--- config.mk ---
export PLATFORM = sky130hd
export DESIGN_NAME = rom_loader
export DESIGN_NICKNAME = d
export VERILOG_FILES = /design/src/hdl/rom_pkg.sv /design/src/hdl/rom_loader.sv
export SDC_FILE = /design/constraint.sdc
export NUM_CORES = 1
export LEC_CHECK = 0
export BUFFER_PORTS_ARGS = -buffer_cell sky130_fd_sc_hd__buf_2
export CORE_MARGIN = 1
export CORE_UTILIZATION = 37
export CTS_CLUSTER_DIAMETER = 80
export DETAILED_ROUTE_END_ITERATION = 16
export PLACE_DENSITY = 0.68
export SKIP_LAST_GASP = 1
export SLEW_MARGIN = 5
export SYNTH_ARGS = -nofsm -noshare
export SYNTH_HDL_FRONTEND = slang
export SYNTH_SLANG_ARGS = --single-unit
export TNS_END_PERCENT = 100
--- constraint.sdc ---
create_clock -name clk -period 0.91 [get_ports clk]
set_clock_uncertainty 0.05 [all_clocks]
set_input_delay 0.091 -clock clk [delete_from_list [all_inputs] [get_ports clk]]
set_output_delay 0.091 -clock clk [all_outputs]
set_load 0.03 [all_outputs]
--- src/hdl/rom_pkg.sv ---
// program ROM map shared by the loader, the PROM bank and the top level
// eight 8 KB PROMs: four main CPU program, four object graphics
`default_nettype none

package rom_pkg;

    // one PROM is 8 KB
    localparam int PROM_AW = 13;

    // 7a 7b 7c 7e, then 1e 1f 1j 1k
    localparam int PROM_COUNT = 8;

    // main CPU sees a 32 KB window, top two bits pick the bank
    localparam int MAIN_AW = 15;

    // download image is 64 KB in total
    // offsets 0..32767 fill the main PROMs in order 7a, 7b, 7c, 7e
    // offsets 32768..65535 fill the object PROMs in order 1e, 1f, 1j, 1k
    // the top three bits are the PROM index and the low 13 bits the PROM address
    localparam int DL_AW = 16;

    // load bus from the loader into the PROM bank
    typedef struct packed {
        logic [PROM_AW-1:0]    addr;  // address inside one PROM
        logic [7:0]            data;
        logic [PROM_COUNT-1:0] we;    // one-hot, bit i writes PROM i
    } prog_bus_t;

endpackage

`default_nettype wire

--- src/hdl/rom_loader.sv ---
// download loader
// turns the linear byte stream into one-hot PROM write strobes
// and raises rom_ready once a non-empty download has finished
`timescale 1ns/1ps
`default_nettype none

module rom_loader
    import rom_pkg::*;
(
    input  logic             clk,
    input  logic             reset,
    input  logic [DL_AW-1:0] dl_addr,
    input  logic [7:0]       dl_data,
    input  logic             dl_wr,
    input  logic             downloading,
    output prog_bus_t        prog,
    output logic             rom_ready
);

    logic                  accept;
    logic [PROM_COUNT-1:0] we_onehot;
    logic [PROM_COUNT-1:0] we_q;
    logic [PROM_AW-1:0]    addr_q;
    logic [7:0]            data_q;
    logic                  dl_prev;     // downloading, one edge late
    logic                  any_written; // sticky, set by the first byte

    // bytes only count while the download level is up
    assign accept = dl_wr && downloading;

    // top three address bits give the PROM index
    assign we_onehot = PROM_COUNT'(1) << dl_addr[DL_AW-1:PROM_AW];

    always_ff @(posedge clk) begin
        if (reset) begin
            we_q        <= '0;
            dl_prev     <= 1'b0;
            any_written <= 1'b0;
            rom_ready   <= 1'b0;
        end else begin
            we_q    <= accept ? we_onehot : '0;
            dl_prev <= downloading;
            if (downloading && !dl_prev) begin
                // a new download starts from scratch
                any_written <= 1'b0;
                rom_ready   <= 1'b0;
            end
            if (accept) begin
                any_written <= 1'b1;
            end
            if (!downloading && dl_prev) begin
                rom_ready <= any_written;  // empty download stays not ready
            end
        end
    end

    // payload, only meaningful together with we
    always_ff @(posedge clk) begin
        if (accept) begin
            addr_q <= dl_addr[PROM_AW-1:0];
            data_q <= dl_data;
        end
    end

    assign prog = '{addr: addr_q, data: data_q, we: we_q};

endmodule

`default_nettype wire

* Yosys cells after proc, flatten, opt, wreduce, memory -nomap -nowiden *
Cells that the tools add are included.

word-level totals
  flip-flop bits (word level) = 32
  input bits = 28
  word-level logic and storage cells = 19

operators by class
  shift operators = 1
  mux-type cells = 3
  bitwise operators = 1
  reductions and logical operators = 8

operator list
  operator             count
  $shl 1x3->8 const A  1
  $reduce_bool 2->1    2
  $logic_and 1x1->1    3
  $mux 1               3
  $logic_not 1->1      2
  $reduce_or 2->1      1
  $not 1->1            1

* Depth between registers and ports, before layout *
  depth after elaboration = 4
  gate-level depth with buffers = 4

* Worst setup path before layout *
OpenSTA, ideal clock, no wires.

  path kind = input-to-reg
  start = input port downloading
  end = register addr_q[0], enable pin
  setup time = 0.376 ns
  arrival = 0.570 ns
  required time = 0.484 ns
  path slack = -0.086 ns
  stages on the path = 2
  buffers on the path = 0
  cells stage by stage = nand2_1 -> inv_1

on the way
  longest elaborated chain between the ends = 1

RTL lines
  element               RTL line          source
  from (decl)           rom_loader.sv:15  input logic downloading,
  $logic_and 1x1->1     rom_loader.sv:29  assign accept = dl_wr && downloading;
  via accept            rom_loader.sv:20  logic accept;
  to (signal assigned)  rom_loader.sv:60  addr_q <= dl_addr[PROM_AW-1:0];
  to (decl)             rom_loader.sv:23  logic [PROM_AW-1:0] addr_q;

The timed path passes the listed nets, and every way through them passes these cells.
A chain may end at the register's enable or synchronous reset.

* Worst setup path after layout *
  start = register data_q[3]
  end = output port prog[11] (netlist name)

RTL lines
  element                 RTL line          source
  from (decl)             rom_loader.sv:24  logic [7:0] data_q;
  from (signal assigned)  rom_loader.sv:61  data_q <= dl_data;
  to (decl)               rom_loader.sv:16  output prog_bus_t prog,

No word-level cell between the ends.

==> impl_metrics.tcl <==
set metrics [dict create \
    status "finished, violations left" \
    violations "hold timing, setup timing" \
    finalWirelength_um 2430 \
    track_usage_pct 19.4 \
    cpPeakStageDelay_ps 400 \
    ios 58 \
    max_freq_ghz 0.977 \
    startpoint "data_q[3]" \
    r2r_setup_slack_ps -40 \
    postCtsSetupBuffers 0 \
    hold_path_depth 2 \
    ant_nets 0 \
    r2r_end "rom_ready" \
    grt_max_degree 22 \
    drc 0 \
    hp-start "dl_addr[14]" \
    die_width_um 53.9 \
    p_leak_nw 0.773 \
    rows 18 \
    fin_ws_ps -113 \
    power_w 0.00290 \
    critical_path_peak_fanout 1 \
    clockBufferDepth 2 \
    crit_slowest_cell "edfxtp_1" \
    gp_congestion 0.628 \
    io_buffers 57 \
    drv_cap 0 \
    rsz0062_at_grt "true" \
    hold_viol_final 3 \
    end_kind "output pin" \
    timing.rr.start "dl_prev" \
    cts_sinks 32 \
    required_ps 770 \
    min_to "we_q[4]" \
    dp.cells 147 \
    die_height_um 53.9 \
    p_per_area_nw_per_um2 1550 \
    root_buffer "clkbuf_4" \
    cpLargestDelayFamily "flip-flops" \
    min_path_type "in -> reg" \
    finalSetupViolations 31 \
    critPathLaunchType "flip-flop" \
    hold_buffers 24 \
    worst-setup-path-type "reg -> out" \
    antenna_found_initial 0 \
    viasPerCell 4.47 \
    fin_crit_sh_pct 112 \
    h-tree-depth 2 \
    p_clk_share_pct 25.2 \
    diodes 0 \
    nets 177 \
    slew_headroom_pct 85.8 \
    synth-warning-count 0 \
    synth_nets 87 \
    yosysUniqueCellTypes 12 \
    path_clk_slew_ps 90 \
    cp_cell_sequence "buf_6" \
    tightest_slew_ps 211 \
    area_growth_pct 88.4 \
    grt_pass1_wl_um 3590 \
    worst-path-buf-inv 1 \
    firstDrtPassIters 3 \
    seq_power_share_pct 57.5 \
    preCtsSetupSlack_ps -45.1 \
    synth_cells 57 \
    worst_r2r_path_depth 3 \
    num_vias 795 \
    finalCriticalPeriod_ps 1020 \
    slew_violations 0 \
    drive_gt1_share_pct 56.1 \
    drt_iter0_drc 5 \
    internal-power_w 0.00218 \
    overflow 0 \
    ys_ff_latch 32 \
    core_area_um2 2500 \
    switching_share_pct 24.7 \
    arrival_ps 880 \
    final_cell_count_no_fill 178 \
    grt_pass1_vias 776 \
    p_switching_w 0.000715 \
    ir_drop_mv 1.20 \
    pwr-share-comb_pct 17.3 \
    wl_per_cell_um 13.7 \
    syn_area_per_cell_um2 17.5 \
    die_area_um2 2900 \
    cts_buffers 5 \
    seq_area_frac_synth_pct 85.5 \
    dp_hpwl_um 1350 \
    cts_tree "yes" \
    initial_utilization_pct 39.8 \
    syn_area_um2 995 \
    clk_latency_ps 320 \
    hold_slack_ps -67.0 \
]
==> worst max path at each step <==
| stage | endpoint | slack, ps | depth (start not counted) |
|---|---|---|---|
| 3_3_place_gp | any_written | 4 | 4 |
| 3_5_place_dp | rom_ready | -50 | 3 |
| 2_1_floorplan | addr_q[0] | 10 | 2 |
| 4_1_cts | prog[11] | -150 | 1 |
| 6_report | prog[11] | -110 | 1 |
| 5_1_grt | prog[19] | -170 | 1 |
==> registers in the layout, indices dropped and copies added, names as in the netlist <==
register,cells
dl_prev,1
rom_ready,1
any_written,1
we_q,8
data_q,8
addr_q,13
==> layout by cell type, fill, tap and decap left out <==
master and n:
buf_6 30, buf_2 27, dlygate4sd3_1 23, edfxtp_1 21, dfxtp_2 10, nor2_1 7, clkbuf_4 5, nand3b_1 3
nand2_1 2, or3b_1 2, nor4_2 2, clkbuf_1 2, buf_4 2, clkinvlp_4 1, inv_2 1, inv_1 1
nand3_1 1, a21oi_1 1, nand2b_4 1, a21oi_2 1, ha_4 1, ha_2 1, dfxtp_1 1, clkinv_1 1
buf_12 1
==> area by class of cell <==
cell class                 instances  area [um2]
multi-input combinational         22         171
inverter                           3        15.0
clock buffer                       7        45.0
fill                             155         626
timing repair buffer              83         738
tap                               30        37.5
sequential                        32         863
clock inverter                     1        3.75
==> cells by family after synthesis <==
logic type	synth area share (%)
and+or+nand+nor	9.81
buffers and inverters	1.13
AOI/OAI and AO/OA	1.01
DFF	85.5
adders and majority gates	2.52
==> Yosys cell counts <==
cell type  number  share of area (%)
nor4_1          2                1.3
nand2_1         2               0.75
nand3_1         1               0.50
nor2_1          7                2.6
edfxtp_1       21                 63
a21oi_1         2                1.0
dfxtp_1        11                 22
or3b_1          2                1.8
nand2b_1        1               0.63
nand3b_1        3                2.3
ha_1            2                2.5
inv_1           3                1.1
==> stage by stage <==
stage          TNS (ps)  util, %  cell area (um2)
6_report          -2190     75.0             1870
3_5_place_dp      -75.3     54.8             1370
3_3_place_gp          0     54.8             1370
4_1_cts           -2660     74.8             1870
5_1_grt           -3450     75.0             1870
2_1_floorplan         0        -             1010
==> routing by layer <==
layer	routed length (um)	global-route usage, %	vias to the layer above
met2	1270	35.8	47
met1	867	17.8	357
met4	52	11.8	0
met3	243	6.78	7
met5	0	0	-
li1	-	-	384
==> power by group through the flow <==
stage / combinational (W) / clock, W / sequential [W]
3_5_place_dp: 0.000337 / 0 / 0.00168
4_1_cts: 0.000496 / 0.000750 / 0.00166
6_report: 0.000502 / 0.000731 / 0.00167
3_3_place_gp: 0.000329 / 0 / 0.00168
2_1_floorplan: 0.0000424 / 0 / 0.00182
5_1_grt: 0.000535 / 0.000831 / 0.00167
==> timing repair <==
item,in CTS,in global routing
pin swaps,3,2
cloned,0,0
gates resized for setup,71,4
hold endpoints to repair,25,2
setup endpoints to repair,32,34
Power figures use the tool's default switching activity.
